### src/common/approx_mult_pkg.sv
`default_nettype none

package approx_mult_pkg;

    // ~~~~~~~~~~~~~~~~~~~~~~~~~~~~~~~~~~~~~~~~
    // top level widths
    // ~~~~~~~~~~~~~~~~~~~~~~~~~~~~~~~~~~~~~~~~
    localparam int OPERAND_WIDTH = 8;
    localparam int PRODUCT_WIDTH = 16;

    // low bits peeled off at each recursion level
    localparam int TOP_SPLIT = 2;  // 8 -> 6 + 2
    localparam int MID_SPLIT = 3;  // 6 -> 3 + 3

    // width of the high part handed to rr_6x6
    localparam int MID_WIDTH = OPERAND_WIDTH - TOP_SPLIT;

    // ~~~~~~~~~~~~~~~~~~~~~~~~~~~~~~~~~~~~~~~~
    // OR-approximated low bits per final adder
    // ~~~~~~~~~~~~~~~~~~~~~~~~~~~~~~~~~~~~~~~~
    localparam int TOP_APPROX_BITS = 5;  // approx_mult8
    localparam int MID_APPROX_BITS = 2;  // rr_6x6
    localparam int HI3_APPROX_BITS = 2;  // rr_3x3_hi

    // ~~~~~~~~~~~~~~~~~~~~~~~~~~~~~~~~~~~~~~~~
    // vector types
    // ~~~~~~~~~~~~~~~~~~~~~~~~~~~~~~~~~~~~~~~~
    typedef logic [OPERAND_WIDTH-1:0] operand_t;
    typedef logic [PRODUCT_WIDTH-1:0] product_t;

    // rr_6x6 ports
    typedef logic [MID_WIDTH-1:0]   operand6_t;
    typedef logic [2*MID_WIDTH-1:0] product12_t;

    // 3x3 block ports
    typedef logic [MID_SPLIT-1:0]   operand3_t;
    typedef logic [2*MID_SPLIT-1:0] product6_t;

endpackage

`default_nettype wire

### src/hw/approx_adder.sv
`default_nettype none

// low APPROX_BITS are a plain OR, no carry out of that region;
// bits above form an exact sum with carry-in zero
module approx_adder #(
    parameter int A_WIDTH     = 8,
    parameter int B_WIDTH     = 8,
    parameter int APPROX_BITS = 0
) (
    input  logic [A_WIDTH-1:0] op_a,
    input  logic [B_WIDTH-1:0] op_b,
    output logic [A_WIDTH:0]   sum
);

    // op_b is never the wider operand
    logic [A_WIDTH-1:0]           b_ext;
    logic [A_WIDTH-APPROX_BITS:0] hi_sum;

    assign b_ext = A_WIDTH'(op_b);  // zero extend

    // exact upper segment
    assign hi_sum = {1'b0, op_a[A_WIDTH-1:APPROX_BITS]}
                  + {1'b0, b_ext[A_WIDTH-1:APPROX_BITS]};

    generate
        if (APPROX_BITS == 0) begin : g_exact
            assign sum = hi_sum;
        end else begin : g_approx
            logic [APPROX_BITS-1:0] lo_or;

            assign lo_or = op_a[APPROX_BITS-1:0] | b_ext[APPROX_BITS-1:0];
            assign sum   = {hi_sum, lo_or};
        end
    endgenerate

endmodule

`default_nettype wire

### src/rr_6x6/rr_3x3_hi.sv
`default_nettype none

// 3x3 block, operands split as 2 high bits over 1 low bit
module rr_3x3_hi import approx_mult_pkg::*; (
    input  operand3_t a,
    input  operand3_t b,
    output product6_t p
);

    logic [1:0] a_h, b_h;
    logic       a_l, b_l;

    logic [3:0] p_hh;
    logic [1:0] p_hl, p_lh;
    logic       p_ll;

    logic [4:0] operand1;
    logic [2:0] operand2;
    logic [5:0] sum;

    assign a_h = a[2:1];
    assign b_h = b[2:1];
    assign a_l = a[0];
    assign b_l = b[0];

    // ~~~~~~~~~~~~~~~~~~~~~~~~~~~~~~~~~~~~~~~~
    // exact partial products
    // ~~~~~~~~~~~~~~~~~~~~~~~~~~~~~~~~~~~~~~~~
    assign p_hh = a_h * b_h;
    assign p_hl = a_h * b_l;
    assign p_lh = a_l * b_h;
    assign p_ll = a_l * b_l;

    // 1-bit low product has no upper part, pad with a zero
    assign operand1 = {p_hh, 1'b0};

    approx_adder #(
        .A_WIDTH    (2),
        .B_WIDTH    (2),
        .APPROX_BITS(0)
    ) cross_adder (
        .op_a(p_hl),
        .op_b(p_lh),
        .sum (operand2)
    );

    approx_adder #(
        .A_WIDTH    (5),
        .B_WIDTH    (3),
        .APPROX_BITS(HI3_APPROX_BITS)
    ) final_adder (
        .op_a(operand1),
        .op_b(operand2),
        .sum (sum)
    );

    assign p = {sum[4:0], p_ll};  // carry out of sum dropped

endmodule

`default_nettype wire

### src/rr_6x6/rr_3x3_lo.sv
`default_nettype none

// 3x3 block, operands split as 1 high bit over 2 low bits
module rr_3x3_lo import approx_mult_pkg::*; (
    input  operand3_t a,
    input  operand3_t b,
    output product6_t p
);

    logic       a_h, b_h;
    logic [1:0] a_l, b_l;

    logic       p_hh;
    logic [1:0] p_hl, p_lh;
    logic [3:0] p_ll;

    logic [2:0] operand1;
    logic [2:0] operand2;
    logic [3:0] sum;

    assign a_h = a[2];
    assign b_h = b[2];
    assign a_l = a[1:0];
    assign b_l = b[1:0];

    // ~~~~~~~~~~~~~~~~~~~~~~~~~~~~~~~~~~~~~~~~
    // exact partial products
    // ~~~~~~~~~~~~~~~~~~~~~~~~~~~~~~~~~~~~~~~~
    assign p_hh = a_h * b_h;
    assign p_hl = a_h * b_l;
    assign p_lh = a_l * b_h;
    assign p_ll = a_l * b_l;

    // upper half of low product sits under the high product
    assign operand1 = {p_hh, p_ll[3:2]};

    approx_adder #(
        .A_WIDTH    (2),
        .B_WIDTH    (2),
        .APPROX_BITS(0)
    ) cross_adder (
        .op_a(p_hl),
        .op_b(p_lh),
        .sum (operand2)
    );

    // both adders exact at this level
    approx_adder #(
        .A_WIDTH    (3),
        .B_WIDTH    (3),
        .APPROX_BITS(0)
    ) final_adder (
        .op_a(operand1),
        .op_b(operand2),
        .sum (sum)
    );

    assign p = {sum, p_ll[1:0]};

endmodule

`default_nettype wire

### src/rr_6x6/rr_6x6.sv
`default_nettype none

// 6x6 recursive block, split 3/3
module rr_6x6 import approx_mult_pkg::*; (
    input  operand6_t  a,
    input  operand6_t  b,
    output product12_t p
);

    operand3_t a_h, b_h;
    operand3_t a_l, b_l;

    product6_t p_hh;
    product6_t p_hl;
    product6_t p_lh;
    product6_t p_ll;

    logic [2*MID_WIDTH-MID_SPLIT-1:0] operand1;  // 9 bits
    logic [2*MID_SPLIT:0]             operand2;  // 7 bits
    logic [2*MID_WIDTH-MID_SPLIT:0]   sum;       // 10 bits

    assign a_h = a[MID_WIDTH-1:MID_SPLIT];
    assign b_h = b[MID_WIDTH-1:MID_SPLIT];
    assign a_l = a[MID_SPLIT-1:0];
    assign b_l = b[MID_SPLIT-1:0];

    // ~~~~~~~~~~~~~~~~~~~~~~~~~~~~~~~~~~~~~~~~
    // partial products
    // ~~~~~~~~~~~~~~~~~~~~~~~~~~~~~~~~~~~~~~~~
    rr_3x3_hi hh_mult (
        .a(a_h),
        .b(b_h),
        .p(p_hh)
    );

    rr_3x3_lo hl_mult (
        .a(a_h),
        .b(b_l),
        .p(p_hl)
    );

    assign p_lh = a_l * b_h;  // exact
    assign p_ll = a_l * b_l;  // exact

    // ~~~~~~~~~~~~~~~~~~~~~~~~~~~~~~~~~~~~~~~~
    // combine
    // ~~~~~~~~~~~~~~~~~~~~~~~~~~~~~~~~~~~~~~~~
    assign operand1 = {p_hh, p_ll[2*MID_SPLIT-1:MID_SPLIT]};

    approx_adder #(
        .A_WIDTH    (2*MID_SPLIT),
        .B_WIDTH    (2*MID_SPLIT),
        .APPROX_BITS(0)
    ) cross_adder (
        .op_a(p_hl),
        .op_b(p_lh),
        .sum (operand2)
    );

    approx_adder #(
        .A_WIDTH    (2*MID_WIDTH-MID_SPLIT),
        .B_WIDTH    (2*MID_SPLIT+1),
        .APPROX_BITS(MID_APPROX_BITS)
    ) final_adder (
        .op_a(operand1),
        .op_b(operand2),
        .sum (sum)
    );

    // top carry of sum is dropped
    assign p = {sum[2*MID_WIDTH-MID_SPLIT-1:0], p_ll[MID_SPLIT-1:0]};

endmodule

`default_nettype wire

### src/hw/approx_mult8.sv
`default_nettype none

// 8x8 unsigned approximate multiplier
// high 6 bits go through rr_6x6, the low 2 bits stay exact
module approx_mult8 import approx_mult_pkg::*; (
    input  operand_t a,
    input  operand_t b,
    output product_t p
);

    operand6_t            a_h, b_h;
    logic [TOP_SPLIT-1:0] a_l, b_l;

    product12_t                       p_hh;
    logic [MID_WIDTH+TOP_SPLIT-1:0]   p_hl;  // 6x2
    logic [MID_WIDTH+TOP_SPLIT-1:0]   p_lh;  // 2x6
    logic [2*TOP_SPLIT-1:0]           p_ll;  // 2x2

    logic [PRODUCT_WIDTH-TOP_SPLIT-1:0] operand1;  // 14 bits
    logic [MID_WIDTH+TOP_SPLIT:0]       operand2;  // 9 bits
    logic [PRODUCT_WIDTH-TOP_SPLIT:0]   sum;       // 15 bits

    assign a_h = a[OPERAND_WIDTH-1:TOP_SPLIT];
    assign b_h = b[OPERAND_WIDTH-1:TOP_SPLIT];
    assign a_l = a[TOP_SPLIT-1:0];
    assign b_l = b[TOP_SPLIT-1:0];

    // ~~~~~~~~~~~~~~~~~~~~~~~~~~~~~~~~~~~~~~~~
    // partial products
    // ~~~~~~~~~~~~~~~~~~~~~~~~~~~~~~~~~~~~~~~~
    rr_6x6 hh_mult (
        .a(a_h),
        .b(b_h),
        .p(p_hh)
    );

    // the small ones stay exact
    assign p_hl = a_h * b_l;
    assign p_lh = a_l * b_h;
    assign p_ll = a_l * b_l;

    // ~~~~~~~~~~~~~~~~~~~~~~~~~~~~~~~~~~~~~~~~
    // combine
    // ~~~~~~~~~~~~~~~~~~~~~~~~~~~~~~~~~~~~~~~~
    assign operand1 = {p_hh, p_ll[2*TOP_SPLIT-1:TOP_SPLIT]};

    // cross products summed exactly
    approx_adder #(
        .A_WIDTH    (MID_WIDTH+TOP_SPLIT),
        .B_WIDTH    (MID_WIDTH+TOP_SPLIT),
        .APPROX_BITS(0)
    ) cross_adder (
        .op_a(p_hl),
        .op_b(p_lh),
        .sum (operand2)
    );

    approx_adder #(
        .A_WIDTH    (PRODUCT_WIDTH-TOP_SPLIT),
        .B_WIDTH    (MID_WIDTH+TOP_SPLIT+1),
        .APPROX_BITS(TOP_APPROX_BITS)
    ) final_adder (
        .op_a(operand1),
        .op_b(operand2),
        .sum (sum)
    );

    // low product bits pass straight through, adder carry out dropped
    assign p = {sum[PRODUCT_WIDTH-TOP_SPLIT-1:0], p_ll[TOP_SPLIT-1:0]};

endmodule

`default_nettype wire

### src/hw/mult_unit.sv
`default_nettype none

// two-stage wrapper around approx_mult8
// operands in at edge N, product out at edge N+2
module mult_unit import approx_mult_pkg::*; (
    input  logic     clk,
    input  logic     rst_n,
    input  logic     in_valid,
    input  operand_t a,
    input  operand_t b,
    output logic     out_valid,
    output product_t p
);

    operand_t a_q;
    operand_t b_q;
    logic     valid_q;
    product_t p_comb;

    // ~~~~~~~~~~~~~~~~~~~~~~~~~~~~~~~~~~~~~~~~
    // stage 1, operand capture
    // ~~~~~~~~~~~~~~~~~~~~~~~~~~~~~~~~~~~~~~~~
    always_ff @(posedge clk or negedge rst_n) begin
        if (!rst_n) begin
            valid_q <= 1'b0;
        end else begin
            valid_q <= in_valid;
        end
    end

    always_ff @(posedge clk) begin
        if (in_valid) begin
            a_q <= a;
            b_q <= b;
        end
    end

    approx_mult8 mult_inst (
        .a(a_q),
        .b(b_q),
        .p(p_comb)
    );

    // ~~~~~~~~~~~~~~~~~~~~~~~~~~~~~~~~~~~~~~~~
    // stage 2, product register
    // ~~~~~~~~~~~~~~~~~~~~~~~~~~~~~~~~~~~~~~~~
    always_ff @(posedge clk or negedge rst_n) begin
        if (!rst_n) begin
            out_valid <= 1'b0;
        end else begin
            out_valid <= valid_q;  // one-cycle strobe, no hold
        end
    end

    always_ff @(posedge clk) begin
        if (valid_q) begin
            p <= p_comb;
        end
    end

endmodule

`default_nettype wire

### config.mk
export PLATFORM = sky130hd
export DESIGN_NAME = mult_unit
export DESIGN_NICKNAME = d
export VERILOG_FILES = /design/src/common/approx_mult_pkg.sv /design/src/hw/approx_adder.sv /design/src/rr_6x6/rr_3x3_hi.sv /design/src/rr_6x6/rr_3x3_lo.sv /design/src/rr_6x6/rr_6x6.sv /design/src/hw/approx_mult8.sv /design/src/hw/mult_unit.sv
export SDC_FILE = /design/constraint.sdc
export NUM_CORES = 1
export LEC_CHECK = 0
export ABC_AREA = 1
export BUFFER_PORTS_ARGS = -buffer_cell sky130_fd_sc_hd__buf_4
export CAP_MARGIN = 15
export CORE_AREA = 2 2 76 96
export CTS_CLUSTER_SIZE = 20
export DETAILED_ROUTE_END_ITERATION = 10
export DIE_AREA = 0 0 78 98
export PLACE_DENSITY = 0.68
export SYNTH_ARGS = -nofsm -noshare
export SYNTH_HDL_FRONTEND = slang
export SYNTH_SLANG_ARGS = --single-unit
### constraint.sdc
create_clock -name clk -period 6.4 [get_ports clk]
set_input_delay 0.64 -clock clk [delete_from_list [all_inputs] [get_ports clk]]
set_output_delay 0.64 -clock clk [all_outputs]
set_load 0.01 [all_outputs]
==> results by group <==
Power
  – Leakage: 2.15 nW
  – Seq pwr share: 0.286
  – Int Pwr: 0.000746 W
  – Sw power: 0.000478 W
  – Comb power frac: 0.513
  – PwrDens: 329 mW/mm^2
  – Maximum VDD drop: 146 uV
  – Sw frac: 0.390
  – Clock network fraction of design power: 0.201

Floorplan
  – I/O pins: 36
  – Core area: 0.00681 sq mm
  – Die X: 78 um
  – Chip Height: 98 um
  – Cell Rows: 34
  – Die Area: 0.00764 sq mm
  – Initial core utilization: 0.479

Global routing
  – Grt ovf: 0
  – Antenna violations before repair: 0
  – Vias in the first global route: 2409
  – Largest net degree at the start of global routing: 18
  – Total GRT Usage: 0.169
  – First-pass GRT wire length: 10400 um

Logic synthesis
  – Dominant cell type by area after synthesis: edfxtp_1
  – Top-area cell type share of the netlist area: 0.294
  – Synth unique cells: 28
  – Yosys warning count: 0
  – Mean Syn Cell Area: 8.52 sq um
  – Post-Syn Nets: 469
  – #FFs+latches synth: 34
  – Sequential fraction of the synthesis area: 0.310
  – Post-synthesis cell count: 383
  – Synth top area cells: edfxtp_1 29%, ha_1 16%, fa_1 15%, nand2_1 12%, inv_1 10%
  – Synthesized area: 0.00326 sq mm

Detailed routing
  – Iteration-0 DRC Markers: 64
  – Residual DRC: 0
  – Wire per inst: 11.8 um
  – Pre-antenna DRT Iters: 4
  – DR vias: 2405
  – DR vias/cell: 4.81
  – Routed wire length: 5880 um
  – Post-route ant nets: 0

Final layout
  – Layout cell share with drive strength beyond 1: 0.134
  – Register area: 0.00101 sq mm
  – Most frequent cells in the layout: 104 x nand2_1, 88 x inv_1, 42 x ha_1, 35 x buf_4, 32 x edfxtp_1
  – Ant. Diodes: 0
  – Commonest non-fill, non-tap cell in the layout: nand2_1
  – Area Growth Syn to Fin: 13.9%
  – Nets: 495
  – Fillers: 618
  – Multi-input logic area: 0.00184 sq mm

CTS
  – Post-CTS setup buffers: 0
  – CTS clock-pin slew for the worst setup and hold paths: 80 ps
  – Clock root buffer: clkbuf_8
  – CTS Buf Count: 5
  – Clock tree from TritonCTS: built
  – Worst-Skew Late Latency: 300 ps
  – Hold-fix buffers at CTS: 0
  – Post_cts resized: 0
  – CTS H-Tree Depth: 2
  – Sink Count: 34
  – Maximum clock insertion buffer count: 2

Critical path
  – Crit Path Class: register to register
  – Reg2Reg Setup Slack: 1620 ps
  – CP max FO: 8
  – Crit end category: register
  – Worst EP arrival: 4830 ps
  – R2r startpoint: a_q[6]
  – CP required: 6450 ps
  – Slowest cell delay on critical path: 530 ps
  – FF-to-FF path depth: 22
  – Crit path launch: a_q[6]
  – Cell Chain, Critical Path: nand2_1, inv_1, ha_1, ha_1, fa_1, ha_1, inv_1, fa_1, inv_1, ha_1, xor2_1, fa_1, ha_1, nand2_1, nor2_1, nor2_1, nor2_2, nand3_2, nor2_2, nand2_1, nand2_1, nand2_1
  – Critical path buffers and inverters: 3
  – CP Launch Type: register
  – Slowest CP cell: edfxtp_1
  – Cell family with most CP delay: adder cells
  – Worst R2R End: p[15]

Placement
  – DP HPWL: 4710 um
  – Gpl congestion: 0.846
  – Pre-CTS setup slack: 1610 ps
  – Port-buffer cells: 35

STA
  – Final hold violations: 0
  – RSZ-0062 raised after global routing: no
  – Crit share post-route: 0.746
  – Max-slew violations: 0
  – TNS Setup: 0 ps
  – Max Fclk: 209 MHz
  – Slew margin rel.: 0.558
  – Setup violators final: 0
  – Setup Skew: 9.81 ps
  – Worst-margin pin slew: 663 ps
  – Fin crit period: 4780 ps
  – Final setup margin: 1620 ps

Worst hold path
  – Min-Delay Path Class: input port to async pin

Status
  – Status: finished, final reports clean

Flow run
  – Max-cap violations: 0
[synthesized netlist by cell type]
cell type,number
nand3b_1,1
nand2_4,1
or2_2,3
edfxtp_1,32
inv_1,88
a21oi_2,1
ha_1,42
clkbuf_1,16
inv_2,4
dfrtp_1,2
or3b_1,1
nor2_1,7
clkinv_1,1
o21ai_0,3
nand3_1,14
o21bai_1,3
o311ai_1,1
fa_1,25
a21oi_1,12
xor2_1,7
nand4_1,5
a21o_1,2
nand2_1,104
nor3_1,1
o211ai_1,1
nand3_2,1
xnor2_1,3
nor2_2,2
[per-stage QoR]
| stage | cells | hold slack, ps | area [sq um] | power [W] | utilization |
|---|---|---|---|---|---|
| 5_1_grt | 500 | 107 | 3720 | 0.00134 | 0.546 |
| 4_1_cts | 500 | 114 | 3720 | 0.00123 | 0.546 |
| 3_5_place_dp | 492 | 425 | 3580 | 0.000984 | 0.526 |
| 2_1_floorplan | 383 | 344 | 3260 | 0.000823 | - |
| 6_report | 500 | 117 | 3720 | 0.00122 | 0.546 |
| 3_3_place_gp | 492 | 422 | 3580 | 0.000966 | 0.526 |
[logic make-up (layout without fill, tap and decap cells)]
logic type / count (synthesis) / after routing / synth area share
adders and majority gates: 67 / 67 / 0.314
xor gates and xnor gates: 10 / 10 / 0.0268
DFF: 34 / 34 / 0.310
and+or+nand+nor: 140 / 140 / 0.181
buffers and inverters: 109 / 136 / 0.125
AOI/OAI and AO/OA: 23 / 23 / 0.0422
[per-layer routing]
layer | GRT usage | routed length [um] | vias to the layer above
met5 | 0 | 0 | -
met4 | 0.0486 | 97 | 0
met3 | 0.0240 | 215 | 11
met2 | 0.307 | 2990 | 50
met1 | 0.208 | 2580 | 1124
li1 | - | - | 1220
[worst max-delay path by stage]
stage	slack [ps]	depth (start not counted)	to
after floorplan	1910	23	p[15]
after global routing	1200	23	p[14]
after detailed placement	1610	22	p[15]
after global placement	1690	22	p[15]
final	1620	22	p[15]
after CTS	1590	22	p[15]
[worst reg2reg max path, delay by kind of cell (launching register included)]
| family | cells | cell delay, ps |
|---|---|---|
| XOR/XNOR | 1 | 280 |
| flip-flops | 1 | 530 |
| buffers and inverters | 3 | 140 |
| adder cells (fa/ha/maj) | 8 | 2730 |
| AND/OR/NAND/NOR | 10 | 850 |
[area by class of cell]
cell class / count / area share
Tap cell: 90 / 0.0303
Clock inverter: 3 / 0.0185
Inverter: 93 / 0.0939
Clock buffer: 5 / 0.0185
Timing Repair Buffer: 35 / 0.0707
Sequential cell: 34 / 0.272
Multi-Input combinational cell: 240 / 0.496
[flip-flops by register name (all words and copies together), names as in the netlist]
register,flops
p,16
a_q,8
b_q,8
out_valid,1
valid_q,1
[power groups by stage]
stage | clock network, W | logic (W) | registers, W
global route | 0.000256 | 0.000730 | 0.000357
finish | 0.000246 | 0.000628 | 0.000351
floorplan | 0 | 0.000465 | 0.000358
CTS | 0.000246 | 0.000633 | 0.000351
global placement | 0 | 0.000611 | 0.000355
detailed placement | 0 | 0.000628 | 0.000356
Note: power is estimated with default switching activity, not from simulation.
